$ cat config.mk
export PLATFORM = sky130hd
export DESIGN_NAME = daq_top
export DESIGN_NICKNAME = d
export VERILOG_FILES = /design/src/hdl/daq_pkg.sv /design/src/hdl/daq_top.sv /design/src/hdl/wb_regs.sv /design/src/hdl/ad7606_reader.sv /design/src/hdl/conv_timer.sv /design/src/hdl/phase_meter.sv /design/src/hdl/sample_fifo.sv
export SDC_FILE = /design/constraint.sdc
export NUM_CORES = 1
export LEC_CHECK = 0
export BUFFER_PORTS_ARGS = -buffer_cell sky130_fd_sc_hd__clkbuf_2
export CORE_ASPECT_RATIO = 1.2
export CORE_MARGIN = 2
export CORE_UTILIZATION = 50
export CTS_CLUSTER_SIZE = 14
export DETAILED_ROUTE_END_ITERATION = 10
export PLACE_DENSITY = 0.77
export SYNTH_ARGS = -nofsm -noshare
export SYNTH_HDL_FRONTEND = slang
export SYNTH_SLANG_ARGS = --single-unit
export TNS_END_PERCENT = 100
$ cat constraint.sdc
create_clock -name AD_CLK_40M -period 3.68 [get_ports AD_CLK_40M]
set_input_delay 0.736 -clock AD_CLK_40M [delete_from_list [all_inputs] [get_ports AD_CLK_40M]]
set_output_delay 0.736 -clock AD_CLK_40M [all_outputs]
set_load 0.01 [all_outputs]
$ cat src/hdl/daq_pkg.sv
package daq_pkg;

    // --------------------
    // widths and types
    localparam int ADC_W = 16;
    localparam int N_CH = 4;
    localparam int FIFO_DEPTH = 16;
    localparam int FIFO_PTR_W = $clog2(FIFO_DEPTH);
    localparam int CH_IDX_W = $clog2(N_CH);

    typedef logic [ADC_W-1:0] adc_word_t;
    typedef logic [3:0] wb_addr_t;             // word address
    typedef logic [15:0] wb_data_t;
    typedef logic [31:0] period_t;             // phase period in clocks
    typedef logic [15:0] conv_period_t;        // clocks between conversions
    typedef logic [FIFO_PTR_W:0] fifo_level_t; // one extra bit for full

    typedef struct packed {
        adc_word_t ch0;                        // top word of the vector
        adc_word_t ch1;
        adc_word_t ch2;
        adc_word_t ch3;
    } adc_sample_t;

    typedef enum logic [2:0] {
        IDLE,
        CONVST,
        WAIT_BUSY_HI,
        WAIT_BUSY_LO,
        RD_LOW,
        RD_HIGH,
        DONE
    } rd_state_t;

    // --------------------
    // constants
    localparam wb_data_t VERSION_ID = 16'h1000;
    localparam conv_period_t CONV_PERIOD_RST = 16'd200;
    localparam int PHASE_TIMEOUT = 4096;
    localparam int CONVST_CYCLES = 2;          // convst_n low time
    localparam int RD_LOW_CYCLES = 2;          // cs_n/rd_n low time per channel
    localparam int BUSY_TIMEOUT = 64;          // limit on each busy wait
    localparam int RD_CNT_W = $clog2(BUSY_TIMEOUT);

    // --------------------
    // register map
    localparam wb_addr_t REG_VERSION = 4'd0;
    localparam wb_addr_t REG_CONV_PERIOD = 4'd1;
    localparam wb_addr_t REG_CTRL = 4'd2;
    localparam wb_addr_t REG_STATUS = 4'd3;
    localparam wb_addr_t REG_PHASE_LO = 4'd4;
    localparam wb_addr_t REG_PHASE_HI = 4'd5;
    localparam wb_addr_t REG_CH0 = 4'd8;
    localparam wb_addr_t REG_CH1 = 4'd9;
    localparam wb_addr_t REG_CH2 = 4'd10;
    localparam wb_addr_t REG_CH3 = 4'd11;

    localparam int ST_ACTIVE = 0;
    localparam int ST_FULL = 1;
    localparam int ST_PHASE_ERR = 2;
    localparam int ST_EMPTY_LSB = 4;           // empty flags in bits 4..7

endpackage
$ cat src/hdl/daq_top.sv
`timescale 1ns/1ps

module daq_top (
    input  logic              AD_CLK_40M,
    input  logic              rst_n_i,
    input  logic              wb_cyc_i,
    input  logic              wb_stb_i,
    input  logic              wb_we_i,
    input  daq_pkg::wb_addr_t wb_adr_i,
    input  daq_pkg::wb_data_t wb_dat_i,
    output daq_pkg::wb_data_t wb_dat_o,
    output logic              wb_ack_o,
    input  daq_pkg::adc_word_t adc_db_i,
    input  logic              adc_busy_i,
    output logic              adc_convst_n_o,
    output logic              adc_cs_n_o,
    output logic              adc_rd_n_o,
    input  logic              phase_i
);
    import daq_pkg::*;

    wire adc_sample_t sample;
    wire adc_sample_t fifo_head;   // head word of every channel FIFO
    logic sample_valid;
    logic [N_CH-1:0] fifo_empty;
    logic [N_CH-1:0] fifo_full;
    logic [N_CH-1:0] fifo_pop;
    logic all_full;
    logic fifo_clr;
    logic run_start;
    logic active;
    logic conv_start;
    conv_period_t conv_period;
    period_t period;

    assign all_full = &fifo_full;  // run ends when every channel is full

    wb_regs u_wb_regs (
        .AD_CLK_40M    (AD_CLK_40M),
        .rst_n_i       (rst_n_i),
        .wb_cyc_i      (wb_cyc_i),
        .wb_stb_i      (wb_stb_i),
        .wb_we_i       (wb_we_i),
        .wb_adr_i      (wb_adr_i),
        .wb_dat_i      (wb_dat_i),
        .wb_dat_o      (wb_dat_o),
        .wb_ack_o      (wb_ack_o),
        .fifo_head_i   (fifo_head),
        .fifo_empty_i  (fifo_empty),
        .all_full_i    (all_full),
        .active_i      (active),
        .period_i      (period),
        .conv_period_o (conv_period),
        .run_start_o   (run_start),
        .fifo_clr_o    (fifo_clr),
        .fifo_pop_o    (fifo_pop)
    );

    conv_timer u_conv_timer (
        .AD_CLK_40M    (AD_CLK_40M),
        .rst_n_i       (rst_n_i),
        .run_start_i   (run_start),
        .all_full_i    (all_full),
        .conv_period_i (conv_period),
        .active_o      (active),
        .conv_start_o  (conv_start)
    );

    ad7606_reader u_reader (
        .AD_CLK_40M     (AD_CLK_40M),
        .rst_n_i        (rst_n_i),
        .conv_start_i   (conv_start),
        .adc_busy_i     (adc_busy_i),
        .adc_db_i       (adc_db_i),
        .adc_convst_n_o (adc_convst_n_o),
        .adc_cs_n_o     (adc_cs_n_o),
        .adc_rd_n_o     (adc_rd_n_o),
        .sample_o       (sample),
        .sample_valid_o (sample_valid)
    );

    // ch0 sits in the top word of the sample struct
    for (genvar i = 0; i < N_CH; i++) begin : g_fifo
        sample_fifo u_fifo (
            .AD_CLK_40M (AD_CLK_40M),
            .rst_n_i    (rst_n_i),
            .clr_i      (fifo_clr),
            .wr_i       (sample_valid),
            .rd_i       (fifo_pop[i]),
            .din_i      (sample[(N_CH-1-i)*ADC_W +: ADC_W]),
            .dout_o     (fifo_head[(N_CH-1-i)*ADC_W +: ADC_W]),
            .empty_o    (fifo_empty[i]),
            .full_o     (fifo_full[i])
        );
    end

    phase_meter u_phase_meter (
        .AD_CLK_40M (AD_CLK_40M),
        .rst_n_i    (rst_n_i),
        .phase_i    (phase_i),
        .period_o   (period)
    );

endmodule

$ cat src/hdl/wb_regs.sv
`timescale 1ns/1ps

module wb_regs (
    input  logic                 AD_CLK_40M,
    input  logic                 rst_n_i,
    input  logic                 wb_cyc_i,
    input  logic                 wb_stb_i,
    input  logic                 wb_we_i,
    input  daq_pkg::wb_addr_t    wb_adr_i,
    input  daq_pkg::wb_data_t    wb_dat_i,
    output daq_pkg::wb_data_t    wb_dat_o,
    output logic                 wb_ack_o,
    input  daq_pkg::adc_sample_t fifo_head_i,
    input  logic [daq_pkg::N_CH-1:0] fifo_empty_i,
    input  logic                 all_full_i,
    input  logic                 active_i,
    input  daq_pkg::period_t     period_i,
    output daq_pkg::conv_period_t conv_period_o,
    output logic                 run_start_o,
    output logic                 fifo_clr_o,
    output logic [daq_pkg::N_CH-1:0] fifo_pop_o
);
    import daq_pkg::*;

    logic req;
    logic ack_q;
    wb_data_t dat_q;
    logic [N_CH-1:0] pop_q;
    logic [N_CH-1:0] ch_sel;
    logic enable_q;
    logic enable_d;
    conv_period_t conv_period_q;
    wb_data_t status;
    wb_data_t rd_data;

    assign req = wb_cyc_i & wb_stb_i;

    // --------------------
    // read data
    always_comb begin
        status = '0;
        status[ST_ACTIVE] = active_i;
        status[ST_FULL] = all_full_i;
        status[ST_PHASE_ERR] = (period_i == '0);   // no key phase seen lately
        status[ST_EMPTY_LSB +: N_CH] = fifo_empty_i;
    end

    always_comb begin
        for (int i = 0; i < N_CH; i++) begin
            ch_sel[i] = (wb_adr_i == wb_addr_t'(REG_CH0 + i));
        end
    end

    always_comb begin
        rd_data = '0;                              // unmapped reads give zero
        case (wb_adr_i)
            REG_VERSION:     rd_data = VERSION_ID;
            REG_CONV_PERIOD: rd_data = wb_data_t'(conv_period_q);
            REG_CTRL:        rd_data = wb_data_t'(enable_q);
            REG_STATUS:      rd_data = status;
            REG_PHASE_LO:    rd_data = period_i[15:0];
            REG_PHASE_HI:    rd_data = period_i[31:16];
            REG_CH0:         if (!fifo_empty_i[0]) rd_data = fifo_head_i.ch0;
            REG_CH1:         if (!fifo_empty_i[1]) rd_data = fifo_head_i.ch1;
            REG_CH2:         if (!fifo_empty_i[2]) rd_data = fifo_head_i.ch2;
            REG_CH3:         if (!fifo_empty_i[3]) rd_data = fifo_head_i.ch3;
            default:         rd_data = '0;
        endcase
    end

    // --------------------
    // bus cycle and registers
    always_ff @(posedge AD_CLK_40M or negedge rst_n_i) begin
        if (!rst_n_i) begin
            ack_q <= 1'b0;
            dat_q <= '0;
            pop_q <= '0;
            enable_q <= 1'b0;
            enable_d <= 1'b0;
            conv_period_q <= CONV_PERIOD_RST;
        end else begin
            ack_q <= req & ~ack_q;                 // one ack, then a gap
            pop_q <= '0;
            enable_d <= enable_q;
            if (req && !ack_q) begin
                if (wb_we_i) begin
                    case (wb_adr_i)
                        REG_CONV_PERIOD: conv_period_q <= conv_period_t'(wb_dat_i);
                        REG_CTRL:        enable_q <= wb_dat_i[0];
                        default:         ;         // read-only or unmapped
                    endcase
                end else begin
                    dat_q <= rd_data;
                    pop_q <= ch_sel & ~fifo_empty_i;   // pop lands in the ack cycle
                end
            end
        end
    end

    assign wb_ack_o = ack_q;
    assign wb_dat_o = dat_q;
    assign fifo_pop_o = pop_q;
    assign conv_period_o = conv_period_q;

    // enable rising edge clears the FIFOs and kicks off a run
    assign run_start_o = enable_q & ~enable_d;
    assign fifo_clr_o = enable_q & ~enable_d;

endmodule

$ cat src/hdl/ad7606_reader.sv
`timescale 1ns/1ps

module ad7606_reader (
    input  logic                 AD_CLK_40M,
    input  logic                 rst_n_i,
    input  logic                 conv_start_i,
    input  logic                 adc_busy_i,
    input  daq_pkg::adc_word_t   adc_db_i,
    output logic                 adc_convst_n_o,
    output logic                 adc_cs_n_o,
    output logic                 adc_rd_n_o,
    output daq_pkg::adc_sample_t sample_o,
    output logic                 sample_valid_o
);
    import daq_pkg::*;

    rd_state_t state_q;
    rd_state_t state_n;
    logic [RD_CNT_W-1:0] cnt_q;
    logic [CH_IDX_W-1:0] ch_q;
    logic convst_n_q;
    logic rd_n_q;
    logic capture;
    adc_sample_t sample_q;

    // --------------------
    // next state
    always_comb begin
        state_n = state_q;
        case (state_q)
            IDLE: begin
                if (conv_start_i) state_n = CONVST;      // starts while busy are lost
            end
            CONVST: begin
                if (cnt_q == CONVST_CYCLES - 1) state_n = WAIT_BUSY_HI;
            end
            WAIT_BUSY_HI: begin
                if (adc_busy_i) state_n = WAIT_BUSY_LO;
                else if (cnt_q == BUSY_TIMEOUT - 1) state_n = IDLE;
            end
            WAIT_BUSY_LO: begin
                if (!adc_busy_i) state_n = RD_LOW;
                else if (cnt_q == BUSY_TIMEOUT - 1) state_n = IDLE;
            end
            RD_LOW: begin
                if (cnt_q == RD_LOW_CYCLES - 1) state_n = RD_HIGH;
            end
            RD_HIGH: begin
                state_n = (ch_q == CH_IDX_W'(N_CH - 1)) ? DONE : RD_LOW;
            end
            DONE:    state_n = IDLE;
            default: state_n = IDLE;
        endcase
    end

    assign capture = (state_q == RD_LOW) && (cnt_q == RD_LOW_CYCLES - 1);

    // --------------------
    // state, counters, strobes
    always_ff @(posedge AD_CLK_40M or negedge rst_n_i) begin
        if (!rst_n_i) begin
            state_q <= IDLE;
            cnt_q <= '0;
            ch_q <= '0;
            convst_n_q <= 1'b1;
            rd_n_q <= 1'b1;
        end else begin
            state_q <= state_n;
            cnt_q <= (state_n != state_q) ? '0 : cnt_q + 1'b1;   // per-state time
            if (state_q == IDLE) ch_q <= '0;
            else if (state_q == RD_HIGH && state_n == RD_LOW) ch_q <= ch_q + 1'b1;
            convst_n_q <= (state_n != CONVST);   // strobes follow next state
            rd_n_q <= (state_n != RD_LOW);
        end
    end

    // data bus sampled in the last low cycle
    always_ff @(posedge AD_CLK_40M) begin
        if (capture) begin
            case (ch_q)
                2'd0:    sample_q.ch0 <= adc_db_i;
                2'd1:    sample_q.ch1 <= adc_db_i;
                2'd2:    sample_q.ch2 <= adc_db_i;
                default: sample_q.ch3 <= adc_db_i;
            endcase
        end
    end

    assign adc_convst_n_o = convst_n_q;
    assign adc_cs_n_o = rd_n_q;              // cs_n and rd_n move together
    assign adc_rd_n_o = rd_n_q;
    assign sample_o = sample_q;
    assign sample_valid_o = (state_q == DONE);

endmodule

$ cat src/hdl/conv_timer.sv
`timescale 1ns/1ps

module conv_timer (
    input  logic                  AD_CLK_40M,
    input  logic                  rst_n_i,
    input  logic                  run_start_i,
    input  logic                  all_full_i,
    input  daq_pkg::conv_period_t conv_period_i,
    output logic                  active_o,
    output logic                  conv_start_o
);
    import daq_pkg::*;

    logic active_q;
    conv_period_t cnt_q;
    logic tick;

    // first tick lands conv_period cycles after run_start
    assign tick = active_q && (cnt_q == conv_period_i);

    always_ff @(posedge AD_CLK_40M or negedge rst_n_i) begin
        if (!rst_n_i) begin
            active_q <= 1'b0;
            cnt_q <= '0;
        end else begin
            if (run_start_i) begin
                active_q <= 1'b1;
                cnt_q <= conv_period_t'(1);
            end else if (all_full_i) begin
                active_q <= 1'b0;                  // every channel full, stop
            end else if (tick) begin
                cnt_q <= conv_period_t'(1);        // reload
            end else if (active_q) begin
                cnt_q <= cnt_q + 1'b1;
            end
        end
    end

    assign active_o = active_q;
    assign conv_start_o = tick;

endmodule

$ cat src/hdl/phase_meter.sv
`timescale 1ns/1ps

module phase_meter (
    input  logic             AD_CLK_40M,
    input  logic             rst_n_i,
    input  logic             phase_i,
    output daq_pkg::period_t period_o
);
    import daq_pkg::*;

    logic [1:0] sync_q;                  // two-flop synchroniser
    logic phase_d;
    logic rise;
    logic seen_q;                        // a first edge has been seen
    period_t cnt_q;
    period_t period_q;

    assign rise = sync_q[1] & ~phase_d;

    always_ff @(posedge AD_CLK_40M or negedge rst_n_i) begin
        if (!rst_n_i) begin
            sync_q <= '0;
            phase_d <= 1'b0;
            seen_q <= 1'b0;
            cnt_q <= '0;
            period_q <= '0;
        end else begin
            sync_q <= {sync_q[0], phase_i};
            phase_d <= sync_q[1];
            if (rise) begin
                if (seen_q) period_q <= cnt_q;   // clocks since the last edge
                cnt_q <= period_t'(1);
                seen_q <= 1'b1;
            end else if (seen_q) begin
                if (cnt_q == PHASE_TIMEOUT) begin
                    // key phase lost, restart from the next edge
                    period_q <= '0;
                    seen_q <= 1'b0;
                end else begin
                    cnt_q <= cnt_q + 1'b1;
                end
            end
        end
    end

    assign period_o = period_q;

endmodule

$ cat src/hdl/sample_fifo.sv
`timescale 1ns/1ps

module sample_fifo (
    input  logic               AD_CLK_40M,
    input  logic               rst_n_i,
    input  logic               clr_i,
    input  logic               wr_i,
    input  logic               rd_i,
    input  daq_pkg::adc_word_t din_i,
    output daq_pkg::adc_word_t dout_o,
    output logic               empty_o,
    output logic               full_o
);
    import daq_pkg::*;

    adc_word_t mem [FIFO_DEPTH];
    logic [FIFO_PTR_W-1:0] wptr_q;
    logic [FIFO_PTR_W-1:0] rptr_q;
    fifo_level_t level_q;
    logic wr_en;
    logic rd_en;

    assign full_o = (level_q == FIFO_DEPTH);
    assign empty_o = (level_q == '0);
    assign wr_en = wr_i & ~full_o;           // overflow words are dropped
    assign rd_en = rd_i & ~empty_o;

    always_ff @(posedge AD_CLK_40M) begin
        if (wr_en) mem[wptr_q] <= din_i;
    end

    always_ff @(posedge AD_CLK_40M or negedge rst_n_i) begin
        if (!rst_n_i) begin
            wptr_q <= '0;
            rptr_q <= '0;
            level_q <= '0;
        end else if (clr_i) begin
            wptr_q <= '0;
            rptr_q <= '0;
            level_q <= '0;
        end else begin
            if (wr_en) wptr_q <= wptr_q + 1'b1;
            if (rd_en) rptr_q <= rptr_q + 1'b1;
            case ({wr_en, rd_en})
                2'b10:   level_q <= level_q + 1'b1;
                2'b01:   level_q <= level_q - 1'b1;
                default: level_q <= level_q;
            endcase
        end
    end

    assign dout_o = mem[rptr_q];             // show-ahead head word

endmodule

==> results.toml <==
[outcome]
outcome = "finished clean"

[synth]
yosysWarnings = 0
synth_top_family_by_area = "multiplexers"
async_flop_share_pct = 14.8
syn_inst = 2768
synth.largest_area_cell = "edfxtp_1"
synth_simple_gate_area_share_pct = 5.09
synth.avg_cell_area_um2 = 18.6
synth_top_area_share_pct = 63.3
yosys.area_share.adder_pct = 1.19
ys_types = 85
ys_seq_elements = 1277
synth-edff-count = 1088
synth.area.top_cells = "edfxtp_1 (63%), mux4_2 (12%), dfrtp_1 (8.9%), mux2i_1 (1.8%), ha_1 (1.0%)"
synth_xor_area_share_pct = 1.44
syn_area_um2 = 51600
yosysSeqAreaShare_pct = 72.5
synthMuxAreaShare_pct = 13.9
synth-main-ff-cell = "edfxtp_1"
synth_compound_area_share_pct = 3.98
syn_nets = 2857

[detailed_routing]
first_pass_iters = 7
drtIter0Drc = 3124
via_per_inst = 6.25
route.detailed.drc = 0
avgRoutedWirePerCell_um = 28.4
ant_nets = 0
via_count = 27600
routed_wl_mm = 125

[floorplanning]
dieArea_um2 = 106000
die_w_um = 297
core_area_um2 = 103000
ios = 63
die_h_um = 356
core.rowCount = 129
start_util_pct = 50.2

[flow_run]
cap_violations = 0

[clock_network]
clock_latency_ns = 0.72
holdBufCountCts = 0
cts_resized = 0
htreeDepth = 3
root_buffer = "clkbuf_16"
clk_pin_slew_ns = 0.07
cts_buffer_depth = 3
tritoncts = "yes"
numCtsBuffers = 113
cts.sinks = 1277
postCtsSetupRepairBufs = 0

[cells_and_area]
final_cell_mix = "edfxtp_1 (1088), mux4_2 (265), dfrtp_1 (172), buf_4 (143), nor2_1 (135)"
drive_gt1_share_pct = 23.2
mostFrequentLayoutCell = "edfxtp_1"
syn2layout_area_growth_pct = 11.8
stdcell_count = 4418
layout.nets = 3042

[global_route]
grt_pass1_vias = 27800
grt_first_pass_wirelength_mm = 185
grt_overflow = 0
grt_max_degree = 76
antenna_found_initial = 10
track_usage_pct = 23.7

[worst_setup_path]
arrival_ns = 3.98
start_kind = "input port"
required_ns = 4.32
cpMaxStageDelayCell = "a211oi_1"
worstSetupPathType = "in -> reg"
crit_fanout = 17
critical-path-max-stage-delay_ns = 1.02
end_kind = "flip-flop"
cp_cell_sequence = "clkbuf_2, nor4b_1, o21ai_1, a211oi_1, nor3_1, a32oi_1"

[timing]
rsz0062_at_grt = "no"
finalWorstSetupSlack_ns = 0.342
finalClockSkew_ns = 0.0414
period_needed_ns = 3.34
hold_viol = 0
slew_viol_final = 0
tightest_slew_ns = 1.24
maxSlewHeadroom_pct = 16.6
hold_ws_ns = 0.0490
setup_viol = 0
min_period_over_period_pct = 90.7
max_freq_ghz = 0.300

[placement]
pre_cts_ws_ns = -0.203
port_buffers = 62
placedCellCount = 4212
dp_hpwl_mm = 80.2
place.gp.congestion = 0.995

[power]
power.density_nw_per_um2 = 514
p_leak_nw = 19.0
p_total_mw = 29.6
vdd_drop_max_uv = 385

[hold_path]
hold_class = "in -> async"
[area by class of cell]
type	count	area (um^2)
Timing Repair Buffer	214	1570
Inverter	52	195
Fill cell	7422	45000
Clock inverter	53	527
Antenna cell	2	5.00
Sequential cell	1277	37400
Clock buffer	150	3000
Tap cell	1375	1720
Multi-Input combinational cell	1295	13200
[path summary, 6_finish.rpt]
check | endpoint | start | slack, ns | depth (start not counted)
min in group AD_CLK_40M | u_phase_meter.sync_q[0] | phase_i | 0.12 | 1
hold / removal | u_reader.cnt_q[5] | rst_n_i | 0.05 | 1
setup / recovery | u_wb_regs.wb_dat_o[13] | wb_adr_i[0] | 0.34 | 6
hold reg to reg | u_phase_meter.sync_q[1] | u_phase_meter.sync_q[0] | 0.37 | 0
max in group asynchronous | g_fifo[1].u_fifo.rptr_q[0] | rst_n_i | 2.63 | 2
setup reg to reg | u_wb_regs.wb_dat_o[3] | g_fifo[2].u_fifo.rptr_q[0] | 0.47 | 8
[registers in the layout, indices dropped and copies added, names as in the netlist, 2 cells and up]
name	flops
u_wb_regs.wb_dat_o	16
u_phase_meter.period_o	32
u_phase_meter.sync_q	2
u_phase_meter.cnt_q	32
u_reader.cnt_q	6
g_fifo.u_fifo.rptr_q	16
g_fifo.u_fifo.wptr_q	16
u_conv_timer.cnt_q	16
u_wb_regs.fifo_pop_o	4
u_reader.sample_o	64
u_wb_regs.conv_period_o	16
g_fifo.u_fifo.level_q	20
g_fifo.u_fifo.mem	1024
u_reader.ch_q	2
u_reader.state_q	3
[report_power, final]
part | switching, mW | internal [mW]
clock | 5.13 | 6.23
combinational | 1.14 | 0.886
sequential | 0.404 | 15.8
[through the flow]
| stage | setup TNS [ns] | area [um^2] | utilization (%) |
|---|---|---|---|
| after floorplan | 0 | 51600 | - |
| after global placement | -0.545 | 54100 | 52.7 |
| after detailed placement | -0.589 | 54100 | 52.7 |
| after CTS | 0 | 57700 | 56.2 |
| after global routing | 0 | 57700 | 56.2 |
| final | 0 | 57700 | 56.2 |
[cell usage after synthesis (5+ instances only)]
cell,count
a211oi_1,47
a21o_1,9
a21oi_1,52
a22o_1,37
a22oi_1,23
a31oi_1,18
and2_1,42
and3_1,8
and4_1,13
buf_1,15
buf_2,41
buf_4,23
buf_6,13
clkbuf_1,51
dfrtp_1,184
dfstp_2,5
edfxtp_1,1088
ha_1,42
inv_1,51
mux2_2,24
mux2i_1,91
mux4_2,265
nand2_1,85
nand2b_1,10
nand3_1,41
nand4_1,21
nor2_1,136
nor2b_1,35
nor3_1,32
nor3b_1,8
nor4_1,32
o211ai_1,14
o21ai_0,24
o22ai_1,13
or3_1,9
xnor2_1,55
xor2_1,30
[routing by layer]
layer | vias to the layer above | wire [um] | track usage, % | part of all wire, %
met2 | 1487 | 61500 | 38.9 | 49
met4 | 8 | 6800 | 12.3 | 5.4
li1 | 11500 | - | - | -
met1 | 14400 | 45600 | 30.6 | 36
met5 | - | 46 | 0 | 0.037
met3 | 277 | 11400 | 4.44 | 9.1
[cell families after synthesis]
| kind of cell | Yosys count |
|---|---|
| flip-flops | 1277 |
| AND/OR/NAND/NOR | 501 |
| multiplexers | 380 |
| AO/OA/AOI/OAI | 282 |
| buffers and inverters | 196 |
| XOR/XNOR | 85 |
| adder cells (fa/ha/maj) | 47 |
[critical path: cells and delay by family]
family / cells / cell delay (ns)
AOI/OAI and AO/OA: 3 / 1.94
buffers and inverters: 1 / 0.26
and+or+nand+nor: 2 / 1.04
Note: power is estimated with default switching activity, not from simulation.
